### config.mk
export PLATFORM = sky130hd
export DESIGN_NAME = axi4_slave_ctrl_flat
export DESIGN_NICKNAME = d
export VERILOG_FILES = /design/src/hw/axi_pkg.sv /design/src/hw/mem_pkg.sv /design/src/hw/mem_access_if.sv /design/src/hw/axi4_slave_ctrl.sv /design/src/flat_wrapper.sv
export VERILOG_INCLUDE_DIRS = /design/src /design/src/include
export SDC_FILE = /design/constraint.sdc
export NUM_CORES = 1
export LEC_CHECK = 0
export ABC_AREA = 1
export BUFFER_PORTS_ARGS = -buffer_cell sky130_fd_sc_hd__buf_4
export CORE_MARGIN = 2
export CORE_UTILIZATION = 38
export DETAILED_ROUTE_END_ITERATION = 6
export MAX_ROUTING_LAYER = met4
export SLEW_MARGIN = 20
export SYNTH_ARGS = -nofsm -noshare
export SYNTH_HDL_FRONTEND = slang
export SYNTH_SLANG_ARGS = --single-unit
### constraint.sdc
create_clock -name s_axi_aclk -period 1.77 [get_ports s_axi_aclk]
set_input_delay 0 -clock s_axi_aclk [delete_from_list [all_inputs] [get_ports s_axi_aclk]]
set_output_delay 0 -clock s_axi_aclk [all_outputs]
set_load 0.01 [all_outputs]
### src/include/axi_mem_defs.svh
`ifndef AXI_MEM_DEFS_SVH
`define AXI_MEM_DEFS_SVH

// Byte address width on both address channels
`define AXI_ADDR_WIDTH 13

// Data word width, strobes are one bit per byte
`define AXI_DATA_WIDTH 32

// Byte offset bits below the word address
`define AXI_ADDR_LSB 2

// One less than the 11-bit bus word address
// The memory decodes this many word address bits, giving 1024 words
`define MEM_ADDR_BITS 10

`endif

### src/hw/axi_pkg.sv
package axi_pkg;

	// AXI burst kind as carried on awburst and arburst
	typedef enum logic [1:0] {
		BURST_FIXED = 2'b00,   // Same address every beat
		BURST_INCR  = 2'b01,   // Address steps by the transfer size
		BURST_WRAP  = 2'b10,   // Steps, then wraps at the block boundary
		BURST_RSVD  = 2'b11
	} axi_burst_e;

	// Response code on bresp and rresp
	typedef enum logic [1:0] {
		RESP_OKAY   = 2'b00,
		RESP_EXOKAY = 2'b01,
		RESP_SLVERR = 2'b10,
		RESP_DECERR = 2'b11
	} axi_resp_e;

endpackage

### src/hw/mem_pkg.sv
package mem_pkg;

	// What the RAM does in the current cycle
	typedef enum logic [1:0] {
		MEM_IDLE  = 2'b00,
		MEM_READ  = 2'b01,   // Read flag set, word registered at the edge
		MEM_WRITE = 2'b10    // W beat accepted on this edge
	} mem_op_e;

endpackage

### src/hw/mem_access_if.sv
`include "axi_mem_defs.svh"

interface mem_access_if import mem_pkg::*; ();

	logic arv_arr_flag;                      // High for the whole read burst
	logic awv_awr_flag;                      // High for the whole write burst
	logic [`AXI_ADDR_WIDTH-1:0] araddr;      // Current read beat address
	logic [`AXI_ADDR_WIDTH-1:0] awaddr;      // Current write beat address
	logic wready;
	logic wvalid;
	logic rvalid;
	mem_op_e op;

	modport ctrl (
		output arv_arr_flag,
		output awv_awr_flag,
		output araddr,
		output awaddr,
		output wready,
		output wvalid,
		output rvalid,
		output op
	);

	modport mem (
		input arv_arr_flag,
		input awv_awr_flag,
		input araddr,
		input awaddr,
		input wready,
		input wvalid,
		input rvalid,
		input op
	);

endinterface

### src/hw/axi4_slave_ctrl.sv
`include "axi_mem_defs.svh"

module axi4_slave_ctrl import axi_pkg::*, mem_pkg::*; (
	input logic s_axi_aclk,
	input logic reset,
	input logic [`AXI_ADDR_WIDTH-1:0] awaddr,
	input logic [7:0] awlen,
	input logic [1:0] awburst,
	input logic awvalid,
	input logic wlast,
	input logic wvalid,
	input logic bready,
	input logic [`AXI_ADDR_WIDTH-1:0] araddr,
	input logic [7:0] arlen,
	input logic [1:0] arburst,
	input logic arvalid,
	input logic rready,
	output logic awready,
	output logic wready,
	output logic [1:0] bresp,
	output logic bvalid,
	output logic arready,
	output logic [1:0] rresp,
	output logic rlast,
	output logic rvalid,
	mem_access_if.ctrl mem
);

	typedef enum logic [1:0] {
		S_IDLE,
		S_WRITE,
		S_WRESP,
		S_READ
	} state_e;

	state_e state;
	logic [7:0] beat_cnt;                       // Read beats already handed over
	logic [7:0] burst_len;                      // Beats minus one, as on the bus
	axi_burst_e burst_kind;
	logic [`AXI_ADDR_WIDTH-1:0] wrap_mask;      // Byte offset bits inside a WRAP block
	logic [`AXI_ADDR_WIDTH-1:0] wr_addr;
	logic [`AXI_ADDR_WIDTH-1:0] rd_addr;
	logic aw_hs;
	logic w_hs;
	logic ar_hs;
	logic r_hs;

	assign aw_hs = awvalid && awready;
	assign w_hs = wvalid && wready;
	assign ar_hs = arvalid && arready;
	assign r_hs = rvalid && rready;

	assign bresp = RESP_OKAY;
	assign rresp = RESP_OKAY;

	// Beat address step for the burst in progress
	function automatic logic [`AXI_ADDR_WIDTH-1:0] next_addr(
		input logic [`AXI_ADDR_WIDTH-1:0] addr
	);
		logic [`AXI_ADDR_WIDTH-1:0] incr;
		incr = addr + `AXI_ADDR_WIDTH'(`AXI_DATA_WIDTH / 8);
		case (burst_kind)
			BURST_INCR: next_addr = incr;
			BURST_WRAP: next_addr = (addr & ~wrap_mask) | (incr & wrap_mask);
			default:    next_addr = addr;     // FIXED and reserved hold
		endcase
	endfunction

	always_ff @(posedge s_axi_aclk) begin
		if (reset) begin
			state <= S_IDLE;
			awready <= 1'b0;
			arready <= 1'b0;
			wready <= 1'b0;
			bvalid <= 1'b0;
			rvalid <= 1'b0;
			rlast <= 1'b0;
			beat_cnt <= '0;
		end else begin
			case (state)
				S_IDLE: begin
					if (ar_hs) begin
						arready <= 1'b0;
						beat_cnt <= '0;
						state <= S_READ;
					end else if (aw_hs) begin
						awready <= 1'b0;
						wready <= 1'b1;
						state <= S_WRITE;
					end else if (!arready && !awready) begin
						if (arvalid)
							arready <= 1'b1;    // Read wins a tie
						else if (awvalid)
							awready <= 1'b1;
					end
				end
				S_WRITE: begin
					if (w_hs && wlast) begin
						wready <= 1'b0;
						bvalid <= 1'b1;
						state <= S_WRESP;
					end
				end
				S_WRESP: begin
					if (bready) begin
						bvalid <= 1'b0;
						state <= S_IDLE;
					end
				end
				S_READ: begin
					// RAM loads rd_addr on this edge, so data is valid next cycle
					if (!rvalid) begin
						rvalid <= 1'b1;
						rlast <= (beat_cnt == burst_len);
					end else if (rready) begin
						rvalid <= 1'b0;
						rlast <= 1'b0;
						beat_cnt <= beat_cnt + 8'd1;
						if (rlast)
							state <= S_IDLE;
					end
				end
				default: state <= S_IDLE;
			endcase
		end
	end

	// Burst parameters are latched at acceptance, addresses step per beat
	always_ff @(posedge s_axi_aclk) begin
		if (ar_hs) begin
			rd_addr <= araddr;
			burst_len <= arlen;
			burst_kind <= axi_burst_e'(arburst);
			wrap_mask <= `AXI_ADDR_WIDTH'({arlen, 2'b11});
		end else if (aw_hs) begin
			wr_addr <= awaddr;
			burst_len <= awlen;
			burst_kind <= axi_burst_e'(awburst);
			wrap_mask <= `AXI_ADDR_WIDTH'({awlen, 2'b11});
		end
		if (w_hs)
			wr_addr <= next_addr(wr_addr);
		if (r_hs)
			rd_addr <= next_addr(rd_addr);
	end

	assign mem.arv_arr_flag = (state == S_READ);
	assign mem.awv_awr_flag = (state == S_WRITE);
	assign mem.araddr = rd_addr;
	assign mem.awaddr = wr_addr;
	assign mem.wready = wready;
	assign mem.wvalid = wvalid;
	assign mem.rvalid = rvalid;

	always_comb begin
		if (state == S_READ)
			mem.op = MEM_READ;
		else if (w_hs)
			mem.op = MEM_WRITE;
		else
			mem.op = MEM_IDLE;
	end

	a_addr_ready_excl: assert property (@(posedge s_axi_aclk) disable iff (reset)
		!(awready && arready));

	a_bvalid_hold: assert property (@(posedge s_axi_aclk) disable iff (reset)
		bvalid && !bready |=> bvalid);

	// Held beat keeps its flag and the address the RAM keeps reading
	a_rvalid_hold: assert property (@(posedge s_axi_aclk) disable iff (reset)
		rvalid && !rready |=> rvalid && $stable(rlast) && $stable(mem.araddr));

	a_wready_in_burst: assert property (@(posedge s_axi_aclk) disable iff (reset)
		wready |-> mem.awv_awr_flag);

endmodule

### src/flat_wrapper.sv
// flat-port wrapper written by rule: the top's interface ports become plain ports
module axi4_slave_ctrl_flat import axi_pkg::*, mem_pkg::*;
  (s_axi_aclk, reset, awaddr, awlen, awburst, awvalid, wlast, wvalid, bready, araddr, arlen, arburst, arvalid, rready, awready, wready, bresp, bvalid, arready, rresp, rlast, rvalid, mem_arv_arr_flag, mem_awv_awr_flag, mem_araddr, mem_awaddr, mem_wready, mem_wvalid, mem_rvalid, mem_op);
  mem_access_if mem_i ();
  input logic s_axi_aclk;
  input logic reset;
  input logic [`AXI_ADDR_WIDTH-1:0] awaddr;
  input logic [7:0] awlen;
  input logic [1:0] awburst;
  input logic awvalid;
  input logic wlast;
  input logic wvalid;
  input logic bready;
  input logic [`AXI_ADDR_WIDTH-1:0] araddr;
  input logic [7:0] arlen;
  input logic [1:0] arburst;
  input logic arvalid;
  input logic rready;
  output logic awready;
  output logic wready;
  output logic [1:0] bresp;
  output logic bvalid;
  output logic arready;
  output logic [1:0] rresp;
  output logic rlast;
  output logic rvalid;
  output wire logic [$bits(mem_i.arv_arr_flag)-1:0] mem_arv_arr_flag;
  output wire logic [$bits(mem_i.awv_awr_flag)-1:0] mem_awv_awr_flag;
  output wire logic [$bits(mem_i.araddr)-1:0] mem_araddr;
  output wire logic [$bits(mem_i.awaddr)-1:0] mem_awaddr;
  output wire logic [$bits(mem_i.wready)-1:0] mem_wready;
  output wire logic [$bits(mem_i.wvalid)-1:0] mem_wvalid;
  output wire logic [$bits(mem_i.rvalid)-1:0] mem_rvalid;
  output wire logic [$bits(mem_i.op)-1:0] mem_op;
  assign mem_arv_arr_flag = mem_i.arv_arr_flag;
  assign mem_awv_awr_flag = mem_i.awv_awr_flag;
  assign mem_araddr = mem_i.araddr;
  assign mem_awaddr = mem_i.awaddr;
  assign mem_wready = mem_i.wready;
  assign mem_wvalid = mem_i.wvalid;
  assign mem_rvalid = mem_i.rvalid;
  assign mem_op = mem_i.op;
  axi4_slave_ctrl u_core (.s_axi_aclk(s_axi_aclk), .reset(reset), .awaddr(awaddr), .awlen(awlen), .awburst(awburst), .awvalid(awvalid), .wlast(wlast), .wvalid(wvalid), .bready(bready), .araddr(araddr), .arlen(arlen), .arburst(arburst), .arvalid(arvalid), .rready(rready), .awready(awready), .wready(wready), .bresp(bresp), .bvalid(bvalid), .arready(arready), .rresp(rresp), .rlast(rlast), .rvalid(rvalid), .mem(mem_i));
endmodule
==> results.md <==
- TNS Setup: 0 ns
- Worst VDD drop: about 0.37 mV
- Sequential fraction of the synthesis area: 44.1%
- RR Startpoint: u_core.arready$_SDFFE_PP0P_
- FP Rows: 33
- Layout cells sized above 1: about 23%
- Crit-path max FO: 10
- Worst setup EP type: register
- RePlAce Congestion: 0.838
- Post-Syn Area: around 3200 um2
- Hold Fails Final Rpt: 0
- Area Growth Syn to Fin: 43.1%
- Overflow after GRT: 0
- CTS sink cnt: between 50 and 60
- RSZ-0062 raised after global routing: no
- Total power per unit cell area: roughly 830 nW/um2
- Final setup violation count: 0
- Clock transition at path regs: 0.10 ns
- Hold crit path type: in2reg
- Syn avg cell area: 7.35 um2
- CTS tree: done
- Htree depth: 2
- Worst Path Arrival: about 1.7 ns
- # nets final: ~640
- Pre-Repair DR Iteration Count: 4
- Initial cell density of the core: between 30% and 40%
- Placed Area: 4020 um2
- Post-CTS Setup Repair Bufs: 0
- Residual DRC: 0
- Max Clk Rate: ~600 MHz
- Die area: 9120 um2
- Routed WL per cell: between 10 and 15 um
- Worst Setup Path Type: in2reg
- Tmin final: 1.68 ns
- Gate Count Post-Synth: about 430
- Reg2Reg Depth: 6
- Critical path launch point: arvalid
- First-pass GRT wire length: around 14,000 um
- Die W: 95.5 um
- Post-route cell area: 4550 um2
- Gr usage total: 20.1%
- Hold path depth: 3
- Dpl hpwl: ~6600 um
- Leak: around 2.1 nW
- Crit-path max cell delay: 0.55 ns
- Vias per cell: approximately 4.7
- Synthesis Warnings: 0
- Crit path cell chain: dlygate4sd3_1 > buf_4 > nand2_2 > inv_1 > buf_4 > nand2_1 > nand2_1 > dlygate4sd3_1
- Post-synth cell types: 38
- Worst EP required: 1.82 ns
- Largest net degree at the start of global routing: 16
- Die Y: around 95 um
- Fin Hold WS: ~0.0042 ns
- Antenna Diode Count: 0
- Clock insertion delay at the later pin of the skew report: between 0.3 and 0.4 ns
- Slowest CP cell: dlygate4sd3_1
- Critical path startpoint category: input port
- PortBufs: 92
- Floorplan core area: between 8000 and 9000 um2
- Hold Path Origin: awaddr[9]
- R2R Path End: u_core.wrap_mask[7]$_DFFE_PP_
- Initial antenna violation count: 0
- Fin. max-slew vios: 0
- Final ANT Viol Nets: 0
- Vias in the first global route: between 3,000 and 4,000
- Synth Register Bits: 52
- Vias post-DR: roughly 3,200
- Clock skew: between 0.01 and 0.015 ns
- Status: completed
- Worst R2R Setup Slack: 0.12 ns
- CTS Buf Count: 5
- Max Cap Violations: 0
- 1st-iter DRT viols: 125
- I/O pin cnt: between 90 and 100
- Period utilization: 94.9%
- Final WL: between 8000 and 9000 um
- Clk root buf: clkbuf_8
- Clock Tree Buf Depth: 2
- Total power: 3.79 mW
## routing by layer
layer / up-vias / GRT usage, % / part of all wire (%)
met5: - / - / 0
met4: 0 / 4.76 / 1.1
met3: 8 / 3.48 / 6.1
met2: 94 / 34.3 / 49
met1: 1478 / 24.9 / 44
li1: 1658 / - / -
## critical path, delay by kind of cell
family	cells	cell delay (ns)
AND/OR/NAND/NOR	3	0.23
buffers and inverters	5	1.50
## worst max-delay path by stage
stage | end | slack (ns) | depth (start not counted)
after CTS | u_core.wrap_mask[5]$_DFFE_PP_ | 0.02 | 8
after global placement | u_core.mem.awaddr[11]$_DFFE_PP_ | 0.20 | 4
after floorplan | u_core.mem.awaddr[12]$_DFFE_PP_ | 0.23 | 8
after global routing | u_core.awready$_SDFFE_PP0P_ | 0.02 | 4
after detailed placement | u_core.mem.awaddr[11]$_DFFE_PP_ | 0.17 | 5
final | u_core.wrap_mask[7]$_DFFE_PP_ | 0.09 | 8
## cells in the final DEF, fill, tap and decap left out, drive strengths merged, types with 2 or more instances in the layout
master,count
edfxtp,36
nor3,5
conb,4
a211oi,2
nor2,75
nand3,26
a21oi,18
buf,108
dlygate4sd3,44
nand2,136
xnor2,9
clkinv,2
dfxtp,16
o21ai,26
inv,47
clkbuf,8
ha,4
xor2,5
## layout make-up
class	instances	area, um2
multi-input cells	317	1500
repair buffers	152	1250
fillers	790	3620
inverters	49	185
well taps	105	131
clock buffers	8	80.1
flip-flops and latches	52	1400
## cell usage after synthesis (all sizes together)
library cell | number | area share, %
a31oi | 1 | 0.20
nand2 | 136 | 17
inv | 47 | 5.5
clkinv | 2 | 0.28
a211oi | 2 | 0.47
xor2 | 5 | 1.4
nand3b | 1 | 0.24
a21o | 1 | 0.24
nand4 | 1 | 0.20
o41ai | 1 | 0.28
buf | 13 | 3.0
conb | 1 | 0.12
clkbuf | 5 | 0.59
nor3 | 5 | 0.94
o211ai | 1 | 0.24
o21ai | 26 | 4.6
dfxtp | 16 | 10
ha | 4 | 1.6
nand3 | 26 | 4.1
xnor2 | 9 | 2.5
edfxtp | 36 | 34
o31ai | 1 | 0.24
a21oi | 18 | 2.8
nor2 | 75 | 9.8
## stage by stage
stage                     worst slack (ns)  instances  util (%)
after CTS                           0.0242        683      55.6
after global placement               0.201        631      49.2
after global routing                0.0186        683      55.7
final                               0.0906        683      55.7
after floorplan                      0.228        436         -
after detailed placement             0.173        631      49.2
## logic make-up after synthesis
family / after synthesis / synth area share [%]
and+or+nand+nor: 244 / 32.0
adders and majority gates: 4 / 1.57
buffers and inverters: 67 / 9.36
AOI/OAI and AO/OA: 51 / 9.05
xor gates and xnor gates: 14 / 3.86
DFF: 52 / 44.1
other: 1 / 0.118
## power breakdown
group,internal [mW],switching [mW]
sequential,1.49,0.145
clock,0.282,0.379
combinational,0.654,0.837
## what timing repair did
action	4_1_cts	5_1_grt
endpoints found under the setup margin	0	10
gates resized for setup	0	3
hold buffers	44	0
hold endpoints to repair	39	0
(Power assumes the default switching activity.)
